===== src/source/ddr3_wr_pkg.sv =====
`default_nettype none

package ddr3_wr_pkg;

  // tag values found in the top nibble of every fifo word
  typedef enum logic [3:0] {
    tag_fill = 4'd1,  // fill header, written last in a fill
    tag_wfm  = 4'd2,  // waveform header, followed by its data bursts
    tag_cksm = 4'd4   // checksum word, always a single burst
  } tag_t;

  typedef logic [127:0] payload_t;     // one burst of data, tag stripped
  typedef logic [22:0]  burst_addr_t;  // burst address, msb picks the buffer half
  typedef logic [25:0]  ddr3_addr_t;   // byte address seen by the memory controller
  typedef logic [23:0]  burst_count_t;

  typedef struct packed {
    tag_t     tag;      // [131:128]
    payload_t payload;  // [127:0]
  } fifo_word_t;

  // record pushed to the fill-header fifo
  typedef struct packed {
    burst_count_t total_bursts;  // [151:128]
    payload_t     payload;       // copy of the fill header payload
  } header_rec_t;

  // one-cycle strobes from the sequencer to the datapath blocks
  typedef struct packed {
    logic new_fill;           // restart the per-fill burst total
    logic load_header;        // latch the header record
    logic load_addr;          // take the start address from the header
    logic count_from_header;  // counters <= header burst count + 1
    logic count_one;          // counters <= 1
    logic fix_cksm_addr;      // swap in the checksum buffer bit
  } wr_cmd_t;

  typedef enum logic [3:0] {
    idle, init_all, wait_word, test_tag, sync_err,
    init_fill, write_fill, init_wfm, write_wfm,
    init_cksm, write_cksm, write_hdr, done
  } wr_state_t;

  // payload field positions
  localparam int FILL_BUF_BIT   = 24;  // buffer select in a fill header
  localparam int WFM_ADDR_LSB   = 26;  // start address lsb in a waveform header
  localparam int BURST_CNT_BITS = 14;  // burst count sits at payload[13:0]

endpackage

`default_nettype wire


===== src/source/ddr3_wr_control.sv =====
`timescale 1ns/1ps
`default_nettype none

module ddr3_wr_control import ddr3_wr_pkg::*; #(
  parameter int CREDIT_WIDTH = 5,  // address throttle width
  parameter int SYNC_STAGES  = 2   // acq_done synchroniser depth
) (
  input  logic        clk,
  input  logic        reset,
  input  logic        acq_enabled,
  input  logic        acq_done,
  input  logic        checksum_memory_range,
  input  fifo_word_t  fifo_word,     // fwft head of the adc fifo
  input  logic        fifo_empty,
  output logic        fifo_rd_en,
  output logic        app_wdf_wren,
  output logic        app_wdf_end,
  input  logic        app_wdf_rdy,
  output ddr3_addr_t  wr_addr,
  output logic        wr_app_en,
  input  logic        wr_app_rdy,
  output header_rec_t header_wr_dat,
  output logic        header_wr_en,
  output logic        sync_err,
  output logic        wr_done
);

  wr_cmd_t cmd;
  logic    window;
  logic    addr_accept;
  logic    xfer_done;

  wr_sequencer #(.SYNC_STAGES(SYNC_STAGES)) u_wr_sequencer (
    .clk, .reset, .acq_enabled, .acq_done, .fifo_empty, .xfer_done,
    .tag(fifo_word.tag),
    .cmd, .window, .header_wr_en, .sync_err, .wr_done
  );

  wr_burst_counters #(.CREDIT_WIDTH(CREDIT_WIDTH)) u_wr_burst_counters (
    .clk, .reset, .window, .fifo_empty, .app_wdf_rdy, .wr_app_rdy, .cmd,
    .header_burst_cnt(fifo_word.payload[BURST_CNT_BITS-1:0]),  // burst count field
    .app_wdf_wren, .app_wdf_end, .wr_app_en, .fifo_rd_en, .addr_accept, .xfer_done
  );

  wr_address_gen u_wr_address_gen (
    .clk, .reset, .acq_enabled, .addr_accept, .checksum_memory_range, .cmd,
    .word(fifo_word),
    .wr_addr
  );

  fill_header_builder u_fill_header_builder (
    .clk, .reset, .addr_accept, .cmd,
    .payload(fifo_word.payload),
    .header_wr_dat
  );

endmodule

`default_nettype wire


===== src/source/fill_header_builder.sv =====
`timescale 1ns/1ps
`default_nettype none

module fill_header_builder import ddr3_wr_pkg::*; (
  input  logic        clk,
  input  logic        reset,
  input  logic        addr_accept,
  input  wr_cmd_t     cmd,
  input  payload_t    payload,        // fifo head payload
  output header_rec_t header_wr_dat
);

  burst_count_t total_bursts;  // fill header + waveform bursts + checksum

  // starts at one so the fill header slot is counted up front
  always_ff @(posedge clk) begin
    if (reset) begin
      total_bursts <= '0;
    end else if (cmd.new_fill) begin
      total_bursts <= burst_count_t'(1);
    end else if (addr_accept) begin
      total_bursts <= total_bursts + 1'b1;
    end
  end

  // snapshot while the fill header is still at the fifo head
  always_ff @(posedge clk) begin
    if (cmd.load_header) begin
      header_wr_dat.total_bursts <= total_bursts;
      header_wr_dat.payload      <= payload;  // tag bits dropped
    end
  end

endmodule

`default_nettype wire


===== src/source/wr_address_gen.sv =====
`timescale 1ns/1ps
`default_nettype none

module wr_address_gen import ddr3_wr_pkg::*; (
  input  logic       clk,
  input  logic       reset,
  input  logic       acq_enabled,
  input  logic       addr_accept,
  input  logic       checksum_memory_range,  // buffer half that receives the checksum
  input  wr_cmd_t    cmd,
  input  fifo_word_t word,                   // fifo head, holds the header on load_addr
  output ddr3_addr_t wr_addr
);

  localparam int AW = $bits(burst_addr_t);

  burst_addr_t burst_addr;
  logic        hdr_is_fill;
  logic        hdr_is_wfm;

  assign hdr_is_fill = (word.tag == tag_fill);
  assign hdr_is_wfm  = (word.tag == tag_wfm);

  always_ff @(posedge clk) begin
    if (reset || !acq_enabled) begin
      // a fill with no waveforms still puts its checksum after the fill header slot
      burst_addr <= burst_addr_t'(1);
    end else if (cmd.load_addr && hdr_is_fill) begin
      // fill header goes to the base of its buffer half
      burst_addr <= {word.payload[FILL_BUF_BIT], {(AW-1){1'b0}}};
    end else if (cmd.load_addr && hdr_is_wfm) begin
      burst_addr <= word.payload[WFM_ADDR_LSB +: AW];  // start address from the header
    end else if (cmd.fix_cksm_addr) begin
      burst_addr <= {checksum_memory_range, burst_addr[AW-2:0]};
    end else if (addr_accept) begin
      burst_addr <= burst_addr + 1'b1;  // next burst slot
    end
  end

  assign wr_addr = {burst_addr, 3'b000};  // 8 byte lanes per burst address

endmodule

`default_nettype wire


===== src/source/wr_burst_counters.sv =====
`timescale 1ns/1ps
`default_nettype none

module wr_burst_counters import ddr3_wr_pkg::*; #(
  parameter int CREDIT_WIDTH = 5  // data may lead addresses by 2**CREDIT_WIDTH-1
) (
  input  logic                      clk,
  input  logic                      reset,
  input  logic                      window,
  input  logic                      fifo_empty,
  input  logic                      app_wdf_rdy,
  input  logic                      wr_app_rdy,
  input  wr_cmd_t                   cmd,
  input  logic [BURST_CNT_BITS-1:0] header_burst_cnt,
  output logic                      app_wdf_wren,
  output logic                      app_wdf_end,
  output logic                      wr_app_en,
  output logic                      fifo_rd_en,
  output logic                      addr_accept,
  output logic                      xfer_done
);

  localparam int ADDR_IDX = 0;  // counts accepted addresses
  localparam int DATA_IDX = 1;  // counts accepted data bursts

  burst_count_t            cnt [2];
  burst_count_t            load_val;
  logic [1:0]              cnt_step;
  logic [1:0]              cnt_zero;
  logic                    data_accept;
  logic [CREDIT_WIDTH-1:0] credit;       // data accepts not yet matched by an address
  logic                    credit_zero;
  logic                    credit_full;

  assign data_accept = app_wdf_wren & app_wdf_rdy;
  assign addr_accept = wr_app_en & wr_app_rdy;

  assign cnt_step[ADDR_IDX] = addr_accept;
  assign cnt_step[DATA_IDX] = data_accept;

  // waveform block is the header burst plus its data bursts
  assign load_val = cmd.count_one ? burst_count_t'(1)
                                  : burst_count_t'(header_burst_cnt) + 1'b1;

  // both counters load together and count down on their own accepts
  always_ff @(posedge clk) begin
    for (int i = 0; i < 2; i++) begin
      if (reset)                                      cnt[i] <= '0;
      else if (cmd.count_one || cmd.count_from_header) cnt[i] <= load_val;
      else if (cnt_step[i])                           cnt[i] <= cnt[i] - 1'b1;
    end
  end

  assign cnt_zero[ADDR_IDX] = (cnt[ADDR_IDX] == '0);
  assign cnt_zero[DATA_IDX] = (cnt[DATA_IDX] == '0);
  assign xfer_done = &cnt_zero;

  // address throttle, an address only goes out for data already taken
  always_ff @(posedge clk) begin
    if (reset) begin
      credit <= '0;
    end else if (data_accept && !addr_accept) begin
      credit <= credit + 1'b1;
    end else if (addr_accept && !data_accept) begin
      credit <= credit - 1'b1;
    end
  end

  assign credit_zero = (credit == '0);
  assign credit_full = &credit;  // stop data before the credit wraps

  assign wr_app_en    = window && !credit_zero && !cnt_zero[ADDR_IDX];
  assign app_wdf_wren = window && !fifo_empty && !cnt_zero[DATA_IDX] && !credit_full;
  assign app_wdf_end  = app_wdf_wren;  // single beat bursts
  assign fifo_rd_en   = data_accept;   // pop the head once memory has it

endmodule

`default_nettype wire


===== src/source/wr_sequencer.sv =====
`timescale 1ns/1ps
`default_nettype none

module wr_sequencer import ddr3_wr_pkg::*; #(
  parameter int SYNC_STAGES = 2  // depth of the acq_done synchroniser
) (
  input  logic    clk,
  input  logic    reset,
  input  logic    acq_enabled,   // low holds the machine in idle
  input  logic    acq_done,      // from the acquisition side, asynchronous
  input  logic    fifo_empty,
  input  logic    xfer_done,     // both burst counters at zero
  input  tag_t    tag,           // tag of the fifo head word
  output wr_cmd_t cmd,
  output logic    window,        // write states, memory enables allowed
  output logic    header_wr_en,
  output logic    sync_err,
  output logic    wr_done
);

  logic [SYNC_STAGES-1:0] acq_done_sync;  // bit 0 samples the raw input
  logic                   acq_done_seen;
  wr_state_t              state;
  wr_state_t              next;

  // acq_done crosses from the adc side
  always_ff @(posedge clk) begin
    if (reset) begin
      acq_done_sync <= '0;
    end else begin
      acq_done_sync[0] <= acq_done;
      for (int i = 1; i < SYNC_STAGES; i++) begin
        acq_done_sync[i] <= acq_done_sync[i-1];
      end
    end
  end

  assign acq_done_seen = acq_done_sync[SYNC_STAGES-1];

  always_ff @(posedge clk) begin
    if (reset) state <= idle;
    else       state <= next;
  end

  always_comb begin
    next = state;
    if (!acq_enabled) begin
      next = idle;  // soft reset while acquisition is off
    end else begin
      case (state)
        idle:      next = init_all;
        init_all:  next = wait_word;
        wait_word: if (!fifo_empty) next = test_tag;  // fwft, head word is valid
        test_tag: begin
          case (tag)
            tag_fill: next = init_fill;
            tag_wfm:  next = init_wfm;
            tag_cksm: next = init_cksm;
            default:  next = ddr3_wr_pkg::sync_err;  // lost framing
          endcase
        end
        ddr3_wr_pkg::sync_err: next = ddr3_wr_pkg::sync_err;  // only acq_enabled gets out
        init_fill:  next = write_fill;
        write_fill: if (xfer_done) next = write_hdr;  // header burst is in memory
        init_wfm:   next = write_wfm;
        write_wfm:  if (xfer_done) next = wait_word;
        init_cksm:  next = write_cksm;
        write_cksm: if (xfer_done) next = wait_word;
        write_hdr:  next = done;
        done:       if (acq_done_seen) next = wait_word;
        default:    next = idle;
      endcase
    end
  end

  // strobes and status come from next, so each lines up with its state
  always_ff @(posedge clk) begin
    if (reset) begin
      cmd          <= '0;
      window       <= 1'b0;
      header_wr_en <= 1'b0;
      sync_err     <= 1'b0;
      wr_done      <= 1'b0;
    end else begin
      cmd.new_fill          <= (next == init_all);
      cmd.load_header       <= (next == init_fill);   // fill header sits at the fifo head
      cmd.load_addr         <= (next == init_fill) || (next == init_wfm);
      cmd.count_from_header <= (next == init_wfm);    // header burst + its data
      cmd.count_one         <= (next == init_fill) || (next == init_cksm);
      cmd.fix_cksm_addr     <= (next == init_cksm);   // no address load for checksum
      window       <= (next == write_fill) || (next == write_wfm) || (next == write_cksm);
      header_wr_en <= (next == write_hdr);            // single cycle, no back-pressure
      sync_err     <= (next == ddr3_wr_pkg::sync_err);
      wr_done      <= (next == done);
    end
  end

endmodule

`default_nettype wire


===== config.mk =====
export PLATFORM = sky130hd
export DESIGN_NAME = ddr3_wr_control
export DESIGN_NICKNAME = d
export VERILOG_FILES = /design/src/source/ddr3_wr_pkg.sv /design/src/source/ddr3_wr_control.sv /design/src/source/fill_header_builder.sv /design/src/source/wr_address_gen.sv /design/src/source/wr_burst_counters.sv /design/src/source/wr_sequencer.sv
export SDC_FILE = /design/constraint.sdc
export NUM_CORES = 1
export LEC_CHECK = 0
export BUFFER_PORTS_ARGS = -buffer_cell sky130_fd_sc_hd__buf_2
export CAP_MARGIN = 30
export CORE_ASPECT_RATIO = 0.7
export CORE_UTILIZATION = 45
export CTS_CLUSTER_SIZE = 28
export DETAILED_ROUTE_END_ITERATION = 10
export HOLD_SLACK_MARGIN = 0.1
export PLACE_DENSITY = 0.69
export SLEW_MARGIN = 10
export SYNTH_ARGS = -nofsm -noshare
export SYNTH_HDL_FRONTEND = slang
export SYNTH_HIERARCHICAL = 1
export SYNTH_SLANG_ARGS = --single-unit

===== constraint.sdc =====
create_clock -name clk -period 9.56 [get_ports clk]
set_input_delay 0.956 -clock clk [delete_from_list [all_inputs] [get_ports clk]]
set_output_delay 0.956 -clock clk [all_outputs]
set_load 0.1 [all_outputs]

==> results_dict.tcl, run 1 <==
set metrics [dict create \
    grt_max_degree 79 \
    cts_hold_buf 0 \
    cp_common_cell "inv_1" \
    syn-cell-area_um2 11300 \
    yosysUniqueCellTypes 80 \
    fin_skew_ns 0.0130 \
    drv_slew 0 \
    hold_viol 0 \
    synth_common_cells "edfxtp_1 (200), nor2_1 (96), dfxtp_1 (68)" \
    clk_latency_ns 0.52 \
    cts_htree_levels 1 \
    clock-sinks 268 \
    vias_per_cell 5.20 \
    routed_wl_um 28800 \
    vias 8028 \
    place_inst 1491 \
    numCtsBuffers 27 \
    crit_family "simple AND/OR/NAND/NOR gates" \
    overflow 0 \
    hpwl_um 21300 \
    grt_pass1_vias 7368 \
    ys_warn_count 6 \
    die_w_um 191 \
    cap_violations 0 \
    drt_iter0_drc 531 \
    grt_pass1_wl_um 42400 \
    drc 0 \
    tns_ns 0 \
    nNetsFinal 1347 \
    slowest_stage "nor2b_1" \
    drive_above_1_share_pct 34.2 \
    status "finished, final reports clean" \
    synthTopCellsByArea "edfxtp_1 (53%), dfxtp_1 (12%), xor2_1 (4.0%)" \
    yosys.area.top_type "edfxtp_1" \
    avgSynthCellArea_um2 12.9 \
    fmax_mhz 273 \
    cts_setup_buffers 0 \
    stdcell_area_um2 14000 \
    start_util_pct 45.7 \
    syn2layout_area_growth_pct 24.8 \
    n_fill_cell 2092 \
    ctsResizeCount 0 \
    p_leak_nw 5.26 \
    rsz0062_at_grt "no" \
    ys_seq_area_share_pct 65.4 \
    worstSetupPathType "register to register" \
    avgRoutedWirePerCell_um 18.6 \
    finalSetupViolations 0 \
    stdcell_count 1545 \
    ir_worst_vdd_mv 0.132 \
    dp_slack_ns 5.94 \
    cts_buffer_depth 3 \
    cellPowerDensity_nw_per_um2 171 \
    placed_area_um2 13100 \
    layout_worst_path_cycle_share_pct 38.3 \
    post-route-min-period_ns 3.66 \
    root_buffer "clkbuf_16" \
    yosysMostFrequentCell "edfxtp_1" \
    antenna_left 0 \
    gp_congestion 0.856 \
    portBuffers 321 \
    tightest_slew_ns 0.977 \
    crit_arrival_ns 4.09 \
    worstPathRequired_ns 9.99 \
    min_path_type "register to register" \
    path_buf_inv 2 \
    tritoncts "done" \
    start_kind "register" \
    synth_ff_type "edfxtp_1" \
    end_kind "register" \
    antenna_found_initial 5 \
    row_count 48 \
    first_pass_iters 5 \
    coreArea_um2 24600 \
    fin_util_pct 57.0 \
    synth_cells 872 \
    finalWorstSetupSlack_ns 5.90 \
    cp_max_fo 9 \
    clkTransAtPathRegs_ns 0.06 \
    dieArea_um2 25700 \
    die_h_um 134 \
    max_stage_delay_ns 0.63 \
    synth_top_cell_area_share_pct 53.4 \
    ios 325 \
    synth-seq-cells 268 \
    grtUsageTotal_pct 21.4 \
    async_reset_ff_share_pct 0 \
    synth_edf_count 200 \
    path_cells "inv_1, ha_1, nor3b_2, a31oi_1, nand2_1, inv_1, nor2b_1, nand4_2, nor4_1, xnor2_1, a211oi_1" \
    relSlewSlack_pct 34.8 \
]
[layout make-up]
type	count	area [um2]	share of cell area, %
diodes	4	10.0	0.0713
clock buffers	35	726	5.17
clock inverters	14	148	1.05
inverters	20	75.1	0.535
multi-input cells	553	3640	25.9
flip-flops and latches	268	7370	52.5
well taps	325	407	2.90
repair buffers	326	1670	11.9
[final timing paths]
check                                                                start                                           end  slack [ns]  cells after the start
worst max-delay path               u_wr_burst_counters/cnt[0][0]$_DFFE_PP_  u_wr_address_gen/burst_addr[21]$_SDFFE_PP0P_        5.90                     11
worst min-delay path            u_wr_sequencer/acq_done_sync[0]$_SDFF_PP0_    u_wr_sequencer/acq_done_sync[1]$_SDFF_PP0_        0.44                      1
worst max register to register     u_wr_burst_counters/cnt[0][0]$_DFFE_PP_  u_wr_address_gen/burst_addr[21]$_SDFFE_PP0P_        5.90                     11
worst min register to register  u_wr_sequencer/acq_done_sync[0]$_SDFF_PP0_    u_wr_sequencer/acq_done_sync[1]$_SDFF_PP0_        0.44                      1
[flip-flops by register name, summed over array words and instances (netlist names), 2 cells and up]
signal	count
u_fill_header_builder/header_wr_dat	152
u_fill_header_builder/total_bursts	24
u_wr_address_gen/burst_addr	23
u_wr_burst_counters/cnt	48
u_wr_burst_counters/credit	5
u_wr_sequencer/acq_done_sync	2
u_wr_sequencer/cmd	6
u_wr_sequencer/state	4
[report_power, final]
group	internal (W)	switching (W)
clock network	0.000615	0.000429
registers	0.00126	0.00000963
logic	0.0000393	0.0000591
[cell families (layout without fill, tap and decap cells)]
family          Yosys count  in the layout  synth area share (%)
compound gates          117            117                  7.18
fa+ha+maj                11             11                  1.29
flops                   268            268                  65.4
simple gates            325            325                  16.0
xor+xnor                 90             90                  7.00
mux                       7              7                 0.745
other cells               1              7                0.0333
buf+inv                  53            395                  2.32
[metal layers]
| metal | up-vias | track usage (%) | part of all wire (%) |
|---|---|---|---|
| met2 | 241 | 33.3 | 46 |
| met3 | 48 | 5.05 | 7.6 |
| met4 | 4 | 5.64 | 2.2 |
| li1 | 3897 | - | - |
| met1 | 3838 | 29.9 | 44 |
| met5 | - | 0 | 0.090 |
[placed cells by master (no fill, tap or decap), types with 4 or more instances in the layout]
cell,instances
diode_2,4
clkbuf_16,27
nand4_1,21
and4_1,10
and2_1,6
nor3_1,25
a21o_1,4
or3_1,10
buf_2,321
and3_1,5
inv_1,19
clkbuf_1,6
o21ai_0,24
nand3_1,29
a21oi_2,4
a211oi_1,21
ha_1,10
a21oi_1,20
edfxtp_1,200
nand2_1,50
dfxtp_1,67
nor2_1,96
o21ai_2,7
nand3b_1,5
o22ai_1,12
nor3b_2,4
xnor2_1,38
clkinv_2,6
nor2b_1,9
or4_1,11
o31ai_1,7
xor2_1,52
mux2i_1,5
nor4_1,8
[through the flow]
stage          power (W)  hold WS, ns
5_1_grt          0.00248        0.461
4_1_cts          0.00243        0.437
3_3_place_gp     0.00138        0.425
3_5_place_dp     0.00139        0.423
6_report         0.00241        0.436
2_1_floorplan    0.00134        0.414
Power figures use the tool's default switching activity.
==> run 2, diff against run 1 <==
==> constraint.sdc (replaced) <==
create_clock -name clk -period 3.55 [get_ports clk]
set_input_delay 0.355 -clock clk [delete_from_list [all_inputs] [get_ports clk]]
set_output_delay 0.355 -clock clk [all_outputs]
set_load 0.1 [all_outputs]
==> run 2 against run 1 <==
Clock power rose to 2.8 times the previous value. Cell area grew 10%. Sequential power grew to 2.7 times the previous value. Global-route usage grew 2.9 points. Critical endpoint is now u_wr_burst_counters/credit[4]$_SDFFE_PP0P_. Setup slack worse by 5.8 ns. First-iteration DRC count is 41% higher. Routed wire length is 14% higher. Count of clock-buffer cells in the layout up 2. Largest cell class unchanged. Non-clock buffer count grew 141. Die area unchanged. Cell count up 9.1%. Maximum frequency is 7.5% higher.
==> results_dict.tcl, run 2 (synthesis gave the netlist of run 1 again) <==
set metrics [dict create \
    status "finished, final reports clean" \
    mostFrequentLayoutCell "buf_2" \
    pwr-share-seq_pct 51.0 \
    tns_ns 0 \
    routed_wl_um 32800 \
    overflow 0 \
    drc 0 \
    r2r_end "u_wr_burst_counters/credit[4]$_SDFFE_PP0P_" \
    clock-sinks 268 \
    antenna_left 0 \
    hold_path_end "u_fill_header_builder/header_wr_dat[0]$_DFFE_PP_" \
    first_pass_iters 6 \
    post-route-min-period_ns 3.41 \
    grtUsageTotal_pct 24.2 \
    hold_viol 0 \
    pwr-share-comb_pct 6.0 \
    die_h_um 134 \
    portBuffers 321 \
    layout_common_cells "buf_2 (321), edfxtp_1 (200), dlygate4sd3_1 (128)" \
    p_leak_nw 5.86 \
    cts_buffer_depth 3 \
    clkTransAtPathRegs_ns 0.06 \
    drt_iter0_drc 750 \
    root_buffer "clkbuf_16" \
    worstSetupPathType "register to register" \
    cap_violations 0 \
    finalSetupViolations 0 \
    path_cells "or4_4, nor4_4, a41oi_4, and2_4, ha_1, inv_1, ha_1, a21o_1, a21oi_1, mux2i_1, mux2_2" \
    power.internal_w 0.00525 \
    dieArea_um2 25700 \
    start_util_pct 45.7 \
    drv_slew 0 \
    clk_latency_ns 0.54 \
    syn2layout_area_growth_pct 37.4 \
    cts_htree_levels 1 \
    clkPwrFrac_pct 43.0 \
    worstPathRequired_ns 3.97 \
    coreArea_um2 24600 \
    p_sw_w 0.00142 \
    fin_skew_ns 0.0188 \
    crit_family "simple AND/OR/NAND/NOR gates" \
    hold_path_depth 1 \
    layout_worst_path_cycle_share_pct 96.0 \
    max_stage_delay_ns 0.58 \
    grt_max_degree 90 \
    end_kind "register" \
    drive_above_1_share_pct 32.0 \
    numCtsBuffers 27 \
    cellPowerDensity_nw_per_um2 432 \
    vias 8691 \
    avgRoutedWirePerCell_um 19.5 \
    r2r_cells 11 \
    reg_top3 "u_fill_header_builder/header_wr_dat: 152 flops, u_wr_burst_counters/cnt: 48 flops, u_fill_header_builder/total_bursts: 24 flops" \
    p_sw_share_pct 21.3 \
    ir_worst_vdd_mv 0.384 \
    finalPower_w 0.00668 \
    tritoncts "done" \
    relSlewSlack_pct 41.7 \
    slowest_stage "or4_4" \
    ios 325 \
    tightest_slew_ns 0.875 \
    nNetsFinal 1488 \
    hpwl_um 22200 \
    r2r-start "u_wr_burst_counters/cnt[1][17]$_SDFFCE_PN0P_" \
    gp_congestion 0.814 \
    regMostFlops "u_fill_header_builder/header_wr_dat" \
    row_count 48 \
    grt_pass1_vias 8160 \
    antenna_found_initial 3 \
    rrSetupSlack_ns 0.14 \
    grt_pass1_wl_um 47500 \
    fmax_mhz 294 \
    hold_path_startpoint "fifo_word[0]" \
    start_kind "register" \
    cp_common_cell "ha_1" \
    die_w_um 191 \
    min_path_type "primary input to register" \
    crit_arrival_ns 3.82 \
    cp_max_fo 4 \
    vias_per_cell 5.16 \
    largest_reg_flops 152 \
    path_buf_inv 1 \
]
-- run 2: timing repair --
action,CTS,global route
buffers inserted,0,4
hold buffers,128,0
resized for setup,0,2
setup endpoints to repair,0,1
hold endpoints to repair,129,0
-- run 2: worst max path at each step --
stage                                                            start                                         end  slack (ns)  cells after the start
after floorplan           u_wr_burst_counters/cnt[1][17]$_SDFFCE_PN0P_  u_wr_burst_counters/credit[4]$_SDFFE_PP0P_       -0.33                     11
after CTS                 u_wr_burst_counters/cnt[1][17]$_SDFFCE_PN0P_  u_wr_burst_counters/credit[4]$_SDFFE_PP0P_        0.09                     11
after global routing      u_wr_burst_counters/cnt[1][17]$_SDFFCE_PN0P_  u_wr_burst_counters/credit[4]$_SDFFE_PP0P_       -0.01                     11
after global placement    u_wr_burst_counters/cnt[1][17]$_SDFFCE_PN0P_  u_wr_burst_counters/credit[4]$_SDFFE_PP0P_        0.16                     11
final                     u_wr_burst_counters/cnt[1][17]$_SDFFCE_PN0P_  u_wr_burst_counters/credit[4]$_SDFFE_PP0P_        0.14                     11
after detailed placement  u_wr_burst_counters/cnt[1][17]$_SDFFCE_PN0P_  u_wr_burst_counters/credit[4]$_SDFFE_PP0P_        0.09                     11
-- run 2: worst register-to-register path: cells and delay by family (launching register included) --
kind,cells,cell delay [ns]
AO/OA/AOI/OAI,3,0.54
buffers and inverters,1,0.14
AND/OR/NAND/NOR,3,1.14
multiplexers,2,0.56
flip-flops,1,0.41
adder cells (fa/ha/maj),2,0.52
-- run 2: metrics by stage --
stage               setup slack, ns  area, um2  util, %  hold slack [ns]  cells
CTS                          0.0853      15400     62.6            0.116   1679
floorplan                    -0.327      11300        -            0.414    874
global route                -0.0121      15500     62.8            0.142   1684
detailed placement           0.0944      13200     53.8            0.430   1501
global placement              0.161      13200     53.8            0.428   1501
finish                        0.143      15500     62.8            0.134   1685
-- run 2: power by group through the flow --
stage | Clock, W | Sequential (W) | Combinational [W]
floorplan | 0 | 0.00349 | 0.000117
global placement | 0 | 0.00347 | 0.000260
detailed placement | 0 | 0.00347 | 0.000265
CTS | 0.00291 | 0.00341 | 0.000386
global route | 0.00303 | 0.00341 | 0.000425
finish | 0.00287 | 0.00341 | 0.000398
-- run 2: area by class of cell --
cell class | count | area (um2)
fillers | 1896 | 9160
flip-flops and latches | 268 | 7370
clock inverters | 13 | 151
well taps | 325 | 407
repair buffers | 467 | 3040
clock buffers | 37 | 733
multi-input cells | 553 | 3680
diodes | 2 | 5.00
inverters | 20 | 75.1
-- run 2: routing by layer --
| layer | global-route usage (%) | up-vias | routed length, um |
|---|---|---|---|
| met5 | 0 | - | 0 |
| met4 | 9.38 | 0 | 1190 |
| met3 | 4.34 | 63 | 2140 |
| met2 | 38.2 | 328 | 15100 |
| met1 | 33.3 | 4142 | 14400 |
| li1 | - | 4158 | - |
==> run 3, diff against run 2 <==
--- a/config.mk
+++ b/config.mk
@@ -5,6 +5,7 @@
 export SDC_FILE = /design/constraint.sdc
 export NUM_CORES = 1
 export LEC_CHECK = 0
+export ABC_AREA = 1
 export BUFFER_PORTS_ARGS = -buffer_cell sky130_fd_sc_hd__buf_2
 export CAP_MARGIN = 30
 export CORE_ASPECT_RATIO = 0.7
@@ -12,7 +13,8 @@
 export CTS_CLUSTER_SIZE = 28
 export DETAILED_ROUTE_END_ITERATION = 10
 export HOLD_SLACK_MARGIN = 0.1
-export PLACE_DENSITY = 0.69
+export PLACE_DENSITY = 0.68
+export RECOVER_POWER = 100
 export SLEW_MARGIN = 10
 export SYNTH_ARGS = -nofsm -noshare
 export SYNTH_HDL_FRONTEND = slang
==> run 3 against run 2 <==
The run now ends with max-capacitance violations, max-slew violations left. Register-to-register slack improved by 0.31 ns. Critical path depth fell by 1. Utilization fell by 2.8 points. Non-clock buffer count down 13. First-iteration DRC count down 11%. Maximum frequency rose by 9.6%. Via count up 21%. Power hardly changed. Routed wire length grew 0.75%. Sequential cell count stayed put. Critical endpoint is now fifo_rd_en. Largest cell class unchanged.
==> results_dict.tcl, run 3 <==
set metrics [dict create \
    status "finished, violations left" \
    violations "max-capacitance violations, max-slew violations" \
    hpwl_um 23500 \
    drv_slew 46 \
    min_path_type "primary input to register" \
    grtUsageTotal_pct 22.7 \
    fmax_mhz 322 \
    grt_pass1_wl_um 51400 \
    placed_area_um2 14400 \
    synth_edf_count 200 \
    clkTransAtPathRegs_ns 0.06 \
    synthTopCellsByArea "edfxtp_1 (48%), dfxtp_1 (11%), nand2_1 (8.5%)" \
    drive_above_1_share_pct 13.5 \
    ys_seq_area_share_pct 59.2 \
    row_count 50 \
    vias 10500 \
    syn-cell-area_um2 12500 \
    avgSynthCellArea_um2 9.56 \
    overflow 0 \
    start_kind "register" \
    layout_common_cells "nand2_1 (286), clkbuf_1 (228), edfxtp_1 (200)" \
    worstPathRequired_ns 3.19 \
    cap_violations 1 \
    rsz0062_at_grt "no" \
    relSlewSlack_pct -42.3 \
    yosys.area.top_type "edfxtp_1" \
    yosysMostFrequentCell "nand2_1" \
    synth_common_cells "nand2_1 (283), edfxtp_1 (200), nor2_1 (186)" \
    ir_worst_vdd_mv 0.340 \
    drt_iter0_drc 671 \
    post-route-min-period_ns 3.11 \
    nNetsFinal 1918 \
    synth-seq-cells 268 \
    gp_congestion 0.889 \
    ios 325 \
    largest_reg_flops 152 \
    root_buffer "clkbuf_16" \
    cp_max_fo 4 \
    cts_buffer_depth 3 \
    avgRoutedWirePerCell_um 15.4 \
    cellPowerDensity_nw_per_um2 413 \
    die_w_um 201 \
    drc 0 \
    synth_ff_type "edfxtp_1" \
    hold_viol 0 \
    portBuffers 321 \
    ctsResizeCount 0 \
    antenna_left 0 \
    layout_worst_path_cycle_share_pct 87.6 \
    mostFrequentLayoutCell "nand2_1" \
    finalSetupViolations 0 \
    tritoncts "done" \
    clk_latency_ns 0.56 \
    dieArea_um2 28300 \
    worstSetupPathType "register to primary output" \
    cts_setup_buffers 0 \
    tns_ns 0 \
    vias_per_cell 4.89 \
    die_h_um 141 \
    crit_arrival_ns 2.75 \
    finalWorstSetupSlack_ns 0.440 \
    dp_slack_ns 0.624 \
    grt_max_degree 109 \
    p_leak_nw 6.07 \
    fin_skew_ns 0.0110 \
    start_util_pct 46.2 \
    coreArea_um2 27000 \
    syn2layout_area_growth_pct 29.8 \
    numCtsBuffers 27 \
    end_kind "primary output" \
    regMostFlops "u_fill_header_builder/header_wr_dat" \
    reg_top3 "u_fill_header_builder/header_wr_dat: 152 flops, u_wr_burst_counters/cnt: 48 flops, u_fill_header_builder/total_bursts: 24 flops" \
    routed_wl_um 33100 \
    stdcell_area_um2 16200 \
    grt_pass1_vias 9727 \
    cts_htree_levels 1 \
    async_reset_ff_share_pct 0 \
    yosysUniqueCellTypes 46 \
    synth_top_cell_area_share_pct 48.2 \
    tightest_slew_ns 2.13 \
    antenna_found_initial 2 \
    ys_warn_count 6 \
    first_pass_iters 5 \
    clock-sinks 268 \
    synth_cells 1302 \
]
[run 3: cell types whose count changed in the layout (fill, tap and decap cells not counted), moves of 21 or more]
cell / change
nand3_1: +50
xnor2_1: -22
a21oi_1: +39
nand2_1: +236
nor2_1: +95
buf_2: -218
inv_1: +125
o21ai_0: +35
clkbuf_1: +220
nor2_2: +32
a211oi_1: -21
xor2_1: -42
[run 3: area by class of cell]
cell class / instances / area, um2
fillers: 2366 / 10800
flip-flops and latches: 268 / 7370
multi-input cells: 858 / 4210
repair buffers: 454 / 2650
clock buffers: 41 / 768
inverters: 158 / 593
well taps: 364 / 455
clock inverters: 9 / 115
diodes: 1 / 2.50
[run 3: cells by family after synthesis]
| family | synth area share, % |
|---|---|
| AND/OR/NAND/NOR | 25.6 |
| flip-flops | 59.2 |
| buffers and inverters | 6.04 |
| AO/OA/AOI/OAI | 6.16 |
| XOR/XNOR | 1.83 |
| adder cells (fa/ha/maj) | 1.17 |
| other | 0.0301 |
[run 3: worst max-delay path, cell delays in order (launching register included)]
cell      delay [ns]
edfxtp_1        0.39
inv_1           0.10
ha_1            0.21
inv_1           0.06
nor2_1          0.03
nand2_1         0.07
nor2_2          0.04
nand3_1         0.17
nand3_1         0.13
inv_1           0.09
clkbuf_1        0.90
[run 3: per-stage QoR]
step / power (W) / std cells / utilization, % / hold slack [ns]
global placement: 0.00376 / 1972 / 53.4 / 0.390
finish: 0.00667 / 2153 / 60.0 / 0.196
CTS: 0.00676 / 2152 / 61.5 / 0.155
floorplan: 0.00363 / 1304 / - / 0.388
global route: 0.00691 / 2152 / 59.9 / 0.197
detailed placement: 0.00377 / 1973 / 53.5 / 0.395
[run 3: worst paths after layout]
| kind | from | slack, ns | end | cells past startpoint |
|---|---|---|---|---|
| worst max-delay path | u_wr_burst_counters/cnt[1][0]$_SDFFCE_PN0P_ | 0.44 | fifo_rd_en | 10 |
| worst min-delay path | acq_enabled | 0.20 | u_wr_sequencer/cmd[3]$_SDFF_PP0_ | 3 |
| worst max register to register | u_wr_sequencer/cmd[4]$_SDFF_PP0_ | 0.45 | u_fill_header_builder/header_wr_dat[93]$_DFFE_PP_ | 1 |
| worst min register to register | u_wr_sequencer/acq_done_sync[0]$_SDFF_PP0_ | 0.40 | u_wr_sequencer/acq_done_sync[1]$_SDFF_PP0_ | 2 |
[run 3: what timing repair did]
item,in CTS,in global routing
endpoints found under the hold margin,138,0
hold buffers,129,0
endpoints found under the setup margin,0,0
[run 3: layer usage]
metal / track usage [%] / vias to the layer above / wire length [um]
met1: 32.7 / 4894 / 15400
met3: 4.74 / 41 / 2300
met2: 35.6 / 354 / 14900
met5: 0 / - / 13
li1: - / 5237 / -
met4: 4.34 / 2 / 495
[run 3: power breakdown]
part,internal (W),total (W),switching (W)
clock,0.00165,0.00286,0.00121
combinational,0.000192,0.000404,0.000212
sequential,0.00338,0.00341,0.0000278
